**src/design/bpu_pkg.sv**
```systemverilog
// shared bpu types; pc fields are word addresses (pc[31:2]) unless 32 bits wide
`default_nettype none

package bpu_pkg;

	// ------------------------------
	// table geometry
	// ------------------------------
	// 64 entries, indexed by pc[7:2]
	localparam int pht_addr_width = 6;
	// tag covers pc[31:8]
	localparam int btb_tag_width  = 24;
	localparam int ras_depth      = 8;
	localparam int ras_ptr_width  = 3;

	// ------------------------------
	// decoded branch info
	// ------------------------------
	typedef enum logic [1:0] {
		kind_none,
		// b / bl, 26-bit offset
		kind_immediate,
		// jirl, rj + 16-bit offset
		kind_indirect,
		// beq..bgeu, 16-bit offset
		kind_condition
	} branch_kind_e;

	// rj compared against rd
	typedef enum logic [2:0] {
		eq,
		ne,
		lt,
		gt,
		le,
		ge,
		ltu,
		geu
	} cmp_op_e;

	// stored in the btb, steers the ras
	typedef enum logic [1:0] {
		cls_pc_relative,
		cls_absolute,
		cls_call,
		cls_return
	} br_class_e;

	// ------------------------------
	// pipeline structs
	// ------------------------------
	// travels with the instruction from fetch to execute
	typedef struct packed {
		logic                     taken;
		logic [29:0]              npc;
		br_class_e                br_class;
		logic [ras_ptr_width-1:0] ras_ptr;
		logic [1:0]               counter;
	} bpu_pred_t;

	// execute stage view of a branch
	typedef struct packed {
		logic         valid;
		logic [31:0]  pc;
		logic [31:0]  rj;
		logic [31:0]  rd;
		branch_kind_e kind;
		cmp_op_e      cmp;
		// raw instruction bits 25:0
		logic [25:0]  offs;
		logic [4:0]   rj_idx;
		logic [4:0]   rd_idx;
		// set for bl
		logic         link;
	} bpu_exec_t;

	// resolve feedback to tables, ras and stats
	typedef struct packed {
		logic                     flush;
		logic [31:0]              br_target;
		logic                     br_taken;
		logic [29:0]              pc;
		br_class_e                br_class;
		logic                     btb_update;
		logic                     pht_update;
		// counter value seen at fetch
		logic [1:0]               counter;
		logic [ras_ptr_width-1:0] ras_ptr;
		logic                     ras_restore;
	} bpu_update_t;

endpackage : bpu_pkg

`default_nettype wire

```
**src/design/bpu_predict.sv**
```systemverilog
// lookup registered one cycle; a write and a lookup on the same entry see the old data
`timescale 1ns/1ps
`default_nettype none

module bpu_predict import bpu_pkg::*; (
	input  logic                     clk,
	input  logic                     rst_i,
	input  logic                     fetch_valid_i,
	input  logic [31:0]              fetch_pc_i,
	input  logic                     enable_i,
	input  logic [29:0]              ras_top_i,
	input  logic [ras_ptr_width-1:0] ras_ptr_i,
	input  bpu_update_t              update_i,
	output logic                     pred_valid_o,
	output bpu_pred_t                pred_o
);

	localparam int entries = 1 << pht_addr_width;

	// btb arrays, no reset except valid
	logic [btb_tag_width-1:0] tag_mem [entries];
	logic [29:0]              target_mem [entries];
	br_class_e                class_mem [entries];
	logic [1:0]               pht_mem [entries];
	logic [entries-1:0]       valid_q;

	// lookup stage registers
	logic                     pred_valid_q;
	logic [29:0]              lk_pc_q;
	logic [btb_tag_width-1:0] lk_tag_q;
	logic [29:0]              lk_target_q;
	br_class_e                lk_class_q;
	logic                     lk_valid_q;
	logic [1:0]               lk_cnt_q;

	logic [pht_addr_width-1:0] lk_idx;
	logic [pht_addr_width-1:0] upd_idx;
	logic [btb_tag_width-1:0]  upd_tag;
	logic                      upd_hit;
	logic [1:0]                upd_cnt;
	logic                      lk_hit;
	logic                      lk_strong;

	// ------------------------------
	// lookup
	// ------------------------------
	assign lk_idx = fetch_pc_i[pht_addr_width+1:2];

	always_ff @(posedge clk) begin
		if (rst_i) begin
			pred_valid_q <= 1'b0;
		end else begin
			pred_valid_q <= fetch_valid_i;
		end
	end

	always_ff @(posedge clk) begin
		if (fetch_valid_i) begin
			lk_pc_q     <= fetch_pc_i[31:2];
			lk_tag_q    <= tag_mem[lk_idx];
			lk_target_q <= target_mem[lk_idx];
			lk_class_q  <= class_mem[lk_idx];
			lk_valid_q  <= valid_q[lk_idx];
			lk_cnt_q    <= pht_mem[lk_idx];
		end
	end

	assign lk_hit = lk_valid_q && (lk_tag_q == lk_pc_q[29:pht_addr_width]);
	// unconditional kinds are taken regardless of counter
	assign lk_strong = lk_cnt_q[1] || (lk_class_q != cls_pc_relative);

	always_comb begin
		pred_o.taken    = enable_i && lk_hit && lk_strong;
		pred_o.br_class = lk_class_q;
		pred_o.ras_ptr  = ras_ptr_i;
		pred_o.counter  = lk_cnt_q;
		if (!pred_o.taken) begin
			pred_o.npc = lk_pc_q + 30'd1;
		end else if (lk_class_q == cls_return) begin
			// return target from ras top
			pred_o.npc = ras_top_i;
		end else begin
			pred_o.npc = lk_target_q;
		end
	end

	assign pred_valid_o = pred_valid_q;

	// ------------------------------
	// table update
	// ------------------------------
	assign upd_idx = update_i.pc[pht_addr_width-1:0];
	assign upd_tag = update_i.pc[29:pht_addr_width];
	assign upd_hit = valid_q[upd_idx] && (tag_mem[upd_idx] == upd_tag);

	// new entry starts weakly not taken
	always_comb begin
		if (!upd_hit) begin
			upd_cnt = 2'd1;
		end else if (update_i.br_taken) begin
			upd_cnt = (update_i.counter == 2'd3) ? 2'd3 : update_i.counter + 2'd1;
		end else begin
			upd_cnt = (update_i.counter == 2'd0) ? 2'd0 : update_i.counter - 2'd1;
		end
	end

	always_ff @(posedge clk) begin
		if (rst_i) begin
			valid_q <= '0;
		end else if (update_i.btb_update) begin
			valid_q[upd_idx] <= 1'b1;
		end
	end

	always_ff @(posedge clk) begin
		if (update_i.btb_update) begin
			tag_mem[upd_idx]    <= upd_tag;
			target_mem[upd_idx] <= update_i.br_target[31:2];
			class_mem[upd_idx]  <= update_i.br_class;
		end
		// counters only for entries held in the btb
		if (update_i.pht_update && (upd_hit || update_i.btb_update)) begin
			pht_mem[upd_idx] <= upd_cnt;
		end
	end

endmodule : bpu_predict

`default_nettype wire

```
**src/design/bpu_ras.sv**
```systemverilog
// resolved-state return stack; overflow wraps and overwrites the oldest entry
`timescale 1ns/1ps
`default_nettype none

module bpu_ras import bpu_pkg::*; (
	input  logic                     clk,
	input  logic                     rst_i,
	input  bpu_update_t              update_i,
	input  logic [29:0]              link_i,
	output logic [29:0]              top_o,
	output logic [ras_ptr_width-1:0] ptr_o
);

	logic [29:0]              stack_mem [ras_depth];
	logic [ras_ptr_width-1:0] ptr_q;
	logic [ras_ptr_width-1:0] ptr_next;
	logic                     push;
	logic                     pop;

	// pht_update marks a resolved, non-stalled branch
	assign push = update_i.pht_update && (update_i.br_class == cls_call);
	assign pop  = update_i.pht_update && (update_i.br_class == cls_return);

	// restore already carries the +1/-1 for call/return
	always_comb begin
		if (update_i.ras_restore) begin
			ptr_next = update_i.ras_ptr;
		end else if (push) begin
			ptr_next = ptr_q + 1'b1;
		end else if (pop) begin
			ptr_next = ptr_q - 1'b1;
		end else begin
			ptr_next = ptr_q;
		end
	end

	always_ff @(posedge clk) begin
		if (rst_i) begin
			ptr_q <= '0;
		end else begin
			ptr_q <= ptr_next;
		end
	end

	// link lands in the slot the pointer moves to
	always_ff @(posedge clk) begin
		if (push) begin
			stack_mem[ptr_next] <= link_i;
		end
	end

	assign top_o = stack_mem[ptr_q];
	assign ptr_o = ptr_q;

endmodule : bpu_ras

`default_nettype wire

```
**src/design/bpu_resolve.sv**
```systemverilog
// purely combinational; exec_i must be held by the pipeline while stall_i is high
`timescale 1ns/1ps
`default_nettype none

module bpu_resolve import bpu_pkg::*; (
	input  bpu_exec_t   exec_i,
	input  bpu_pred_t   pred_i,
	input  logic        stall_i,
	input  logic        csr_flush_i,
	input  logic [31:0] csr_target_i,
	output bpu_update_t update_o,
	output logic [31:0] link_o
);

	logic [31:0] offs26_ext;
	logic [31:0] offs16_ext;
	logic [31:0] target;
	logic [31:0] pred_npc;
	logic        taken;
	logic        dir_miss;
	logic        tgt_miss;
	logic        resolved;
	br_class_e   br_class;

	// ------------------------------
	// offsets
	// ------------------------------
	// b/bl keeps offs[15:0] in bits 25:10 and offs[25:16] in bits 9:0
	assign offs26_ext = {{4{exec_i.offs[9]}}, exec_i.offs[9:0], exec_i.offs[25:10], 2'b00};
	assign offs16_ext = {{14{exec_i.offs[25]}}, exec_i.offs[25:10], 2'b00};

	// ------------------------------
	// direction
	// ------------------------------
	always_comb begin
		case (exec_i.kind)
			kind_condition: begin
				case (exec_i.cmp)
					eq:      taken = exec_i.rj == exec_i.rd;
					ne:      taken = exec_i.rj != exec_i.rd;
					lt:      taken = $signed(exec_i.rj) < $signed(exec_i.rd);
					gt:      taken = $signed(exec_i.rj) > $signed(exec_i.rd);
					le:      taken = $signed(exec_i.rj) <= $signed(exec_i.rd);
					ge:      taken = $signed(exec_i.rj) >= $signed(exec_i.rd);
					ltu:     taken = exec_i.rj < exec_i.rd;
					default: taken = exec_i.rj >= exec_i.rd;
				endcase
			end
			kind_none: taken = 1'b0;
			// jumps always go
			default:   taken = 1'b1;
		endcase
	end

	// ------------------------------
	// target
	// ------------------------------
	always_comb begin
		if (!taken) begin
			target = link_o;
		end else if (exec_i.kind == kind_immediate) begin
			target = exec_i.pc + offs26_ext;
		end else if (exec_i.kind == kind_indirect) begin
			target = exec_i.rj + offs16_ext;
		end else begin
			target = exec_i.pc + offs16_ext;
		end
	end

	assign link_o = {exec_i.pc[31:2] + 30'd1, 2'b00};

	// ------------------------------
	// classification
	// ------------------------------
	always_comb begin
		if ((exec_i.kind == kind_indirect && exec_i.rd_idx == 5'd1) || exec_i.link) begin
			br_class = cls_call;
		end else if (exec_i.kind == kind_indirect && exec_i.rj_idx == 5'd1 &&
				offs16_ext == 32'd0) begin
			br_class = cls_return;
		end else if (exec_i.kind == kind_immediate || exec_i.kind == kind_indirect) begin
			br_class = cls_absolute;
		end else begin
			br_class = cls_pc_relative;
		end
	end

	// ------------------------------
	// miss and update
	// ------------------------------
	assign pred_npc = {pred_i.npc, 2'b00};
	assign dir_miss = pred_i.taken != taken;
	// target only matters when both sides went taken
	assign tgt_miss = pred_i.taken && taken && (pred_npc != target);

	// a csr redirect cancels training of the instruction in execute
	assign resolved = exec_i.valid && (exec_i.kind != kind_none) && !stall_i && !csr_flush_i;

	always_comb begin
		update_o.flush       = (exec_i.valid && !stall_i && (dir_miss || tgt_miss)) ||
				csr_flush_i;
		update_o.br_target   = csr_flush_i ? csr_target_i : target;
		update_o.br_taken    = taken;
		update_o.pc          = exec_i.pc[31:2];
		update_o.br_class    = br_class;
		update_o.btb_update  = resolved && taken;
		update_o.pht_update  = resolved;
		update_o.counter     = pred_i.counter;
		update_o.ras_restore = update_o.flush;
		// pointer as it stands after this branch
		case (br_class)
			cls_call:   update_o.ras_ptr = pred_i.ras_ptr + 1'b1;
			cls_return: update_o.ras_ptr = pred_i.ras_ptr - 1'b1;
			default:    update_o.ras_ptr = pred_i.ras_ptr;
		endcase
	end

endmodule : bpu_resolve

`default_nettype wire

```
**src/design/bpu_csr.sv**
```systemverilog
// four-phase port; requester must keep req, we, addr and wdata stable until ack
`timescale 1ns/1ps
`default_nettype none

module bpu_csr import bpu_pkg::*; (
	input  logic        clk,
	input  logic        rst_i,
	input  logic        cfg_req_i,
	input  logic        cfg_we_i,
	input  logic [1:0]  cfg_addr_i,
	input  logic [31:0] cfg_wdata_i,
	output logic        cfg_ack_o,
	output logic [31:0] cfg_rdata_o,
	input  bpu_update_t update_i,
	input  logic        csr_flush_i,
	output logic        enable_o
);

	typedef enum logic {
		st_idle,
		st_ack
	} csr_state_e;

	csr_state_e  state_q;
	logic        enable_q;
	logic [31:0] br_cnt_q;
	logic [31:0] miss_cnt_q;
	logic [31:0] rdata_q;
	logic        access;

	// one access per handshake, taken when req is first seen
	assign access = (state_q == st_idle) && cfg_req_i;

	// ------------------------------
	// handshake
	// ------------------------------
	always_ff @(posedge clk) begin
		if (rst_i) begin
			state_q <= st_idle;
		end else begin
			case (state_q)
				st_idle: if (cfg_req_i) state_q <= st_ack;
				default: if (!cfg_req_i) state_q <= st_idle;
			endcase
		end
	end

	always_ff @(posedge clk) begin
		if (access && !cfg_we_i) begin
			case (cfg_addr_i)
				2'd0:    rdata_q <= {31'd0, enable_q};
				2'd1:    rdata_q <= br_cnt_q;
				2'd2:    rdata_q <= miss_cnt_q;
				default: rdata_q <= 32'd0;
			endcase
		end
	end

	// ------------------------------
	// registers
	// ------------------------------
	always_ff @(posedge clk) begin
		if (rst_i) begin
			enable_q   <= 1'b1;
			br_cnt_q   <= '0;
			miss_cnt_q <= '0;
		end else begin
			if (access && cfg_we_i && cfg_addr_i == 2'd0) enable_q <= cfg_wdata_i[0];
			// clear wins over a same-cycle increment
			if (access && cfg_we_i && cfg_addr_i == 2'd1) begin
				br_cnt_q <= '0;
			end else if (update_i.pht_update) begin
				br_cnt_q <= br_cnt_q + 32'd1;
			end
			// csr redirects are not mispredicts
			if (access && cfg_we_i && cfg_addr_i == 2'd2) begin
				miss_cnt_q <= '0;
			end else if (update_i.flush && !csr_flush_i) begin
				miss_cnt_q <= miss_cnt_q + 32'd1;
			end
		end
	end

	assign cfg_ack_o   = state_q == st_ack;
	assign cfg_rdata_o = rdata_q;
	assign enable_o    = enable_q;

endmodule : bpu_csr

`default_nettype wire

```
**src/design/bpu_top.sv**
```systemverilog
// single-issue fetch; pred_o valid one cycle after fetch_valid_i, redirect same cycle
`timescale 1ns/1ps
`default_nettype none

module bpu_top import bpu_pkg::*; (
	input  logic        clk,
	input  logic        rst_i,
	// fetch
	input  logic        fetch_valid_i,
	input  logic [31:0] fetch_pc_i,
	output logic        pred_valid_o,
	output bpu_pred_t   pred_o,
	// execute
	input  bpu_exec_t   exec_i,
	input  bpu_pred_t   pred_in_i,
	input  logic        stall_i,
	input  logic        csr_flush_i,
	input  logic [31:0] csr_target_i,
	output logic        flush_o,
	output logic [31:0] target_o,
	output logic [31:0] link_o,
	// config port
	input  logic        cfg_req_i,
	input  logic        cfg_we_i,
	input  logic [1:0]  cfg_addr_i,
	input  logic [31:0] cfg_wdata_i,
	output logic        cfg_ack_o,
	output logic [31:0] cfg_rdata_o
);

	bpu_update_t              update;
	logic                     enable;
	logic [29:0]              ras_top;
	logic [ras_ptr_width-1:0] ras_ptr;

	bpu_predict u_predict (
		.clk          (clk),
		.rst_i        (rst_i),
		.fetch_valid_i(fetch_valid_i),
		.fetch_pc_i   (fetch_pc_i),
		.enable_i     (enable),
		.ras_top_i    (ras_top),
		.ras_ptr_i    (ras_ptr),
		.update_i     (update),
		.pred_valid_o (pred_valid_o),
		.pred_o       (pred_o)
	);

	// link pushed as a word address
	bpu_ras u_ras (
		.clk     (clk),
		.rst_i   (rst_i),
		.update_i(update),
		.link_i  (link_o[31:2]),
		.top_o   (ras_top),
		.ptr_o   (ras_ptr)
	);

	bpu_resolve u_resolve (
		.exec_i      (exec_i),
		.pred_i      (pred_in_i),
		.stall_i     (stall_i),
		.csr_flush_i (csr_flush_i),
		.csr_target_i(csr_target_i),
		.update_o    (update),
		.link_o      (link_o)
	);

	bpu_csr u_csr (
		.clk        (clk),
		.rst_i      (rst_i),
		.cfg_req_i  (cfg_req_i),
		.cfg_we_i   (cfg_we_i),
		.cfg_addr_i (cfg_addr_i),
		.cfg_wdata_i(cfg_wdata_i),
		.cfg_ack_o  (cfg_ack_o),
		.cfg_rdata_o(cfg_rdata_o),
		.update_i   (update),
		.csr_flush_i(csr_flush_i),
		.enable_o   (enable)
	);

	// redirect straight from resolve
	assign flush_o  = update.flush;
	assign target_o = update.br_target;

endmodule : bpu_top

`default_nettype wire

```
**config.mk**
```make
export PLATFORM = sky130hd
export DESIGN_NAME = bpu_top
export DESIGN_NICKNAME = d
export VERILOG_FILES = /design/src/design/bpu_pkg.sv /design/src/design/bpu_predict.sv /design/src/design/bpu_ras.sv /design/src/design/bpu_resolve.sv /design/src/design/bpu_csr.sv /design/src/design/bpu_top.sv
export SDC_FILE = /design/constraint.sdc
export NUM_CORES = 2
export LEC_CHECK = 0
export BUFFER_PORTS_ARGS = -buffer_cell sky130_fd_sc_hd__buf_4
export CELL_PAD_IN_SITES_DETAIL_PLACEMENT = 1
export CELL_PAD_IN_SITES_GLOBAL_PLACEMENT = 1
export CORE_ASPECT_RATIO = 1.1
export CORE_MARGIN = 5
export CORE_UTILIZATION = 50
export DETAILED_ROUTE_END_ITERATION = 10
export PLACE_DENSITY_LB_ADDON = 0.1
export SKIP_LAST_GASP = 1
export SLEW_MARGIN = 0
export SYNTH_ARGS = -nofsm -noshare
export SYNTH_HDL_FRONTEND = slang
export SYNTH_SLANG_ARGS = --single-unit
```
**constraint.sdc**
```tcl
create_clock -name clk -period 32.5 [get_ports clk]
set_clock_uncertainty 0.05 [all_clocks]
set_input_delay 6.5 -clock clk [delete_from_list [all_inputs] [get_ports clk]]
set_output_delay 6.5 -clock clk [all_outputs]
set_load 0.005 [all_outputs]
```
==> impl_summary.txt <==
----------------------------------------------------
[Setup path]
  Worst reg2reg path depth ... 12
  Critical Path Start Type ... input pin
  Worst Path Buf+Inv ... 5
  Crit Path Max Fanout ... 38
  Source of the critical timing path ... exec_i[40]
  Critical path endpoint category ... primary output
  R2r startpoint ... u_predict.tag_mem[52][10]$_DFFE_PP_
  Crit-path cells ... buf_4 -> inv_1 -> ha_2 -> nand2_1 -> o21ai_0 -> ha_1 -> inv_1 -> fa_1 -> nand2b_1 -> a211oi_2 -> o21ai_1 -> a2111oi_2 -> o211ai_1 -> nand3_1 -> a31oi_1 -> mux2i_1 -> xnor2_1 -> o2111ai_1 -> or4b_2 -> or4_4 -> a21oi_4 -> inv_4 -> buf_4
  Critical path's largest stage delay ... 1010 ps
  Worst-path cell with the longest stage delay ... sky130_fd_sc_hd__mux2i_1
  Cell family contributing the most delay on the critical path ... compound AO/OA/AOI/OAI gates
  Flop-to-flop setup slack ... 26740 ps
  Data arrival time of the worst path ... 13440 ps
  Stages on worst setup path ... 23
  Data required, critical path ... 25950 ps
  WS Path Type ... input pin to primary output

[Power and ir drop]
  Reported leakage power ... 63.0 nW
  Net switching share of the total power ... 0.236
  Proportion of power drawn by combinational gates ... 0.086
  Cell internal pwr ... 9.24 mW
  Maximum vdd drop ... 58.3 uV
  Net load switching power ... 2.86 mW
  Clock network power share ... 0.413
  Power density over the cells ... 59.8 nW/um2
  Part of the total power dissipated in sequential elements ... 0.501

[Detailed routing]
  DRC marker count from the first detailed-route iteration ... 15400
  Routed Wire Length ... 642000 um
  Vias per cell ... 7.11
  Detailed Routing Iterations Pass 1 ... 6
  Post-DR wirelength/cell ... 42.8 um
  Antenna-violating nets left ... 0
  Vias after detailed routing ... 107000
  Count of unresolved DRC violations after routing ... 0

[Synthesis]
  FF+latch count, synth ... 4207
  Instance count of the mapped netlist ... 9381
  Count of different cell masters after synthesis ... 96
  Proportion of register bits with asynchronous set or reset after synthesis ... 0
  Post-synthesis average cell area ... 19.0 um2
  Sequential area share after synthesis ... 0.701
  Area of the mapped netlist ... 178000 um2
  Most used flip-flop cell after synthesis ... sky130_fd_sc_hd__edfxtp_1
  EDFF count, synth ... 4073
  Synthesis Warnings ... 0

[Placement]
  Worst setup timing slack at the placement stage ... 12680 ps
  Port Buf Inserts ... 381
  DP Wirelength ... 364000 um
  GPL Wtd Cong ... 0.905

[CTS]
  Clk Tree Root Cell ... sky130_fd_sc_hd__clkbuf_16
  TritonCTS clock tree ... done
  Buffers from clock root to sink, at most ... 4
  Clock latency reported for the late side of the worst-skew pair ... 1020 ps
  Hold-fix buffers, CTS ... 0
  CTS Sinks ... 4207
  CTS buffer count ... 426
  Number of gates resized after cts ... 0
  Number of buffers inserted to repair setup after CTS ... 0
  CTS clk-pin slew, worst paths ... 60 ps
  CTS H-Tree Depth ... 5

[Timing]
  Number of failing hold endpoints at the final stage ... 0
  # setup viols final ... 0
  Transition at the pin with the smallest max-transition slack ... 1310 ps
  Slack of the critical path ... 12510 ps
  Unrepaired setup endpoints after global routing ... no
  Share of the clock period used by the worst path after layout ... 0.615
  Slew Viols, Final ... 0
  Setup TNS after final layout ... 0 ps
  Worst rel slew slack ... 0.122
  Maximum operating frequency ... 0.0500 GHz
  Minimum clock period after layout ... 19990 ps

[Global route]
  Number of global-route vias before repair ... 108000
  Maximum number of pins on one net before global-route repair ... 148
  Global routing usage summed across all routing layers ... 0.344
  GR Overflow Total ... 0
  First-pass GRT wire length ... 882000 um
  Number of antenna violations at the first check in global routing ... 39

[Run]
  Max-cap check violation count ... 0

[Floorplan]
  Std cell rows ... 230
  Core Footprint ... 356000 um2
  Total I/O pin count ... 419
  Die Span Y ... 636 um
  Effective utilization at floorplan ... 0.501
  Width of the die ... 579 um
  Die area ... 368000 um2

[Cells and area]
  Layout cells sized above 1 ... 0.281
  NumNets Final ... 10300
  Layout overhead on the synthesized area ... 13.5%

[Min path]
  Class of the tightest hold or removal check ... register to register
  Launch instance of the worst min-delay path ... u_csr.miss_cnt_q[15]$_SDFFE_PP0P_
  Hold path depth ... 2

[Run status]
  Run status ... finished clean

----------------------------------------------------
==> stage by stage <==
stage | utilization | cells | instance area (um2) | power [mW] | hold WS (ps)
after floorplan | - | 9382 | 178000 | 6.74 | 400
after global placement | 0.528 | 14200 | 188000 | 7.18 | 419
after detailed placement | 0.528 | 14200 | 188000 | 7.20 | 432
after CTS | 0.568 | 15000 | 202000 | 12.1 | 446
after global routing | 0.568 | 15000 | 202000 | 12.5 | 466
final | 0.568 | 15000 | 202000 | 12.1 | 445
==> path summary, 6_finish.rpt <==
path                                              to
setup / recovery                             flush_o
hold / removal     u_csr.miss_cnt_q[15]$_SDFFE_PP0P_
setup reg to reg  u_predict.pht_mem[30][1]$_DFFE_PP_
hold reg to reg    u_csr.miss_cnt_q[15]$_SDFFE_PP0P_
==> power groups by stage <==
stage	Sequential [mW]	Clock (mW)	Combinational, mW
after global routing	6.06	5.31	1.09
after global placement	6.17	0	1.00
after CTS	6.06	5.06	1.03
final	6.06	5.00	1.04
after floorplan	6.18	0	0.562
after detailed placement	6.18	0	1.03
==> area by class of cell <==
| class | instances | area, um2 |
|---|---|---|
| diodes | 42 | 105 |
| repair buffers | 730 | 5740 |
| clock inverters | 286 | 3060 |
| inverters | 88 | 335 |
| clock buffers | 499 | 11000 |
| flip-flops and latches | 4207 | 125000 |
| multi-input cells | 4415 | 51000 |
| fillers | 30800 | 154000 |
| well taps | 4756 | 5950 |
==> state kept, by name, indices dropped and copies added, names as in the netlist <==
| register | count |
|---|---|
| u_predict.lk_class_q | 2 |
| u_ras.ptr_o | 3 |
| u_csr.br_cnt_q | 32 |
| u_predict.pht_mem | 128 |
| u_predict.lk_target_q | 30 |
| u_predict.pred_valid_o | 1 |
| u_csr.cfg_ack_o | 1 |
| u_csr.cfg_rdata_o | 32 |
| u_predict.lk_tag_q | 24 |
| u_predict.lk_cnt_q | 2 |
| u_predict.target_mem | 1920 |
| u_predict.valid_q | 64 |
| u_predict.tag_mem | 1536 |
| u_predict.lk_valid_q | 1 |
| u_predict.class_mem | 128 |
| u_csr.miss_cnt_q | 32 |
| u_ras.stack_mem | 240 |
| u_predict.lk_pc_q | 30 |
| u_csr.enable_o | 1 |
==> cells in the final DEF (no fill, tap or decap), types with 92 or more instances in the layout <==
cell type	synthesis	layout
sky130_fd_sc_hd__edfxtp_1	4073	4073
sky130_fd_sc_hd__xnor2_1	118	115
sky130_fd_sc_hd__ha_1	101	99
sky130_fd_sc_hd__a22oi_1	623	623
sky130_fd_sc_hd__nor2_1	271	269
sky130_fd_sc_hd__nand3_1	102	100
sky130_fd_sc_hd__nand2_1	268	260
sky130_fd_sc_hd__clkinv_1	2	92
sky130_fd_sc_hd__mux4_2	1287	1287
sky130_fd_sc_hd__dfxtp_1	134	131
sky130_fd_sc_hd__nor3_1	177	110
sky130_fd_sc_hd__a22o_1	106	105
sky130_fd_sc_hd__buf_4	36	705
sky130_fd_sc_hd__nand4_1	104	104
sky130_fd_sc_hd__a21oi_1	236	234
sky130_fd_sc_hd__clkbuf_16	0	429
==> cells by family after synthesis <==
group	Yosys count	synth area share
flip-flops	4207	0.701
AO/OA/AOI/OAI	1533	0.0618
other	1	0.0000210
buffers and inverters	760	0.0169
multiplexers	1405	0.170
XOR/XNOR	207	0.0103
AND/OR/NAND/NOR	1164	0.0324
adder cells (fa/ha/maj)	104	0.00743
==> synth_stat cells, drive strengths merged (8+ instances only) <==
cell,instances,area share
mux2,55,0.0035
o211ai,25,0.0011
inv,86,0.0018
a22o,106,0.0052
edfxtp,4073,0.69
o31ai,19,0.00080
a22oi,623,0.026
and4,8,0.00039
or4,16,0.00070
dfxtp,134,0.015
or2,9,0.00032
a21o,15,0.00063
a31oi,72,0.0025
o21ba,10,0.00056
xor2,87,0.0043
mux4,1287,0.16
o21ai,117,0.0033
nor3,178,0.0050
o41ai,9,0.00044
buf,208,0.0052
nand4,105,0.0038
clkbuf,464,0.0098
o22ai,35,0.0012
nor2,271,0.0057
a221oi,76,0.0038
and3,38,0.0013
a211oi,25,0.0012
nand3,102,0.0029
mux2i,63,0.0035
nand2b,39,0.0014
nor2b,13,0.00046
or3,14,0.00049
o311ai,10,0.00049
a41oi,77,0.0038
o21a,15,0.00063
a21oi,237,0.0067
ha,101,0.0071
o221ai,8,0.00039
nand3b,12,0.00051
and2,12,0.00042
xnor2,118,0.0058
nor4,53,0.0021
nand2,269,0.0057
==> routing by layer <==
layer  part of all wire  wire, um  global-route usage
met5            0.00015        99                   0
met4              0.058     37000               0.164
met3               0.12     74700              0.0948
met2               0.47    300000               0.537
met1               0.36    230000               0.452
==> worst reg2reg max path, delay by kind of cell (launching register included) <==
| kind | cells | cell delay (ps) |
|---|---|---|
| buf+inv | 1 | 330 |
| flops | 1 | 400 |
| xor+xnor | 1 | 280 |
| simple gates | 6 | 3470 |
| compound gates | 4 | 860 |
(Power assumes the default switching activity.)
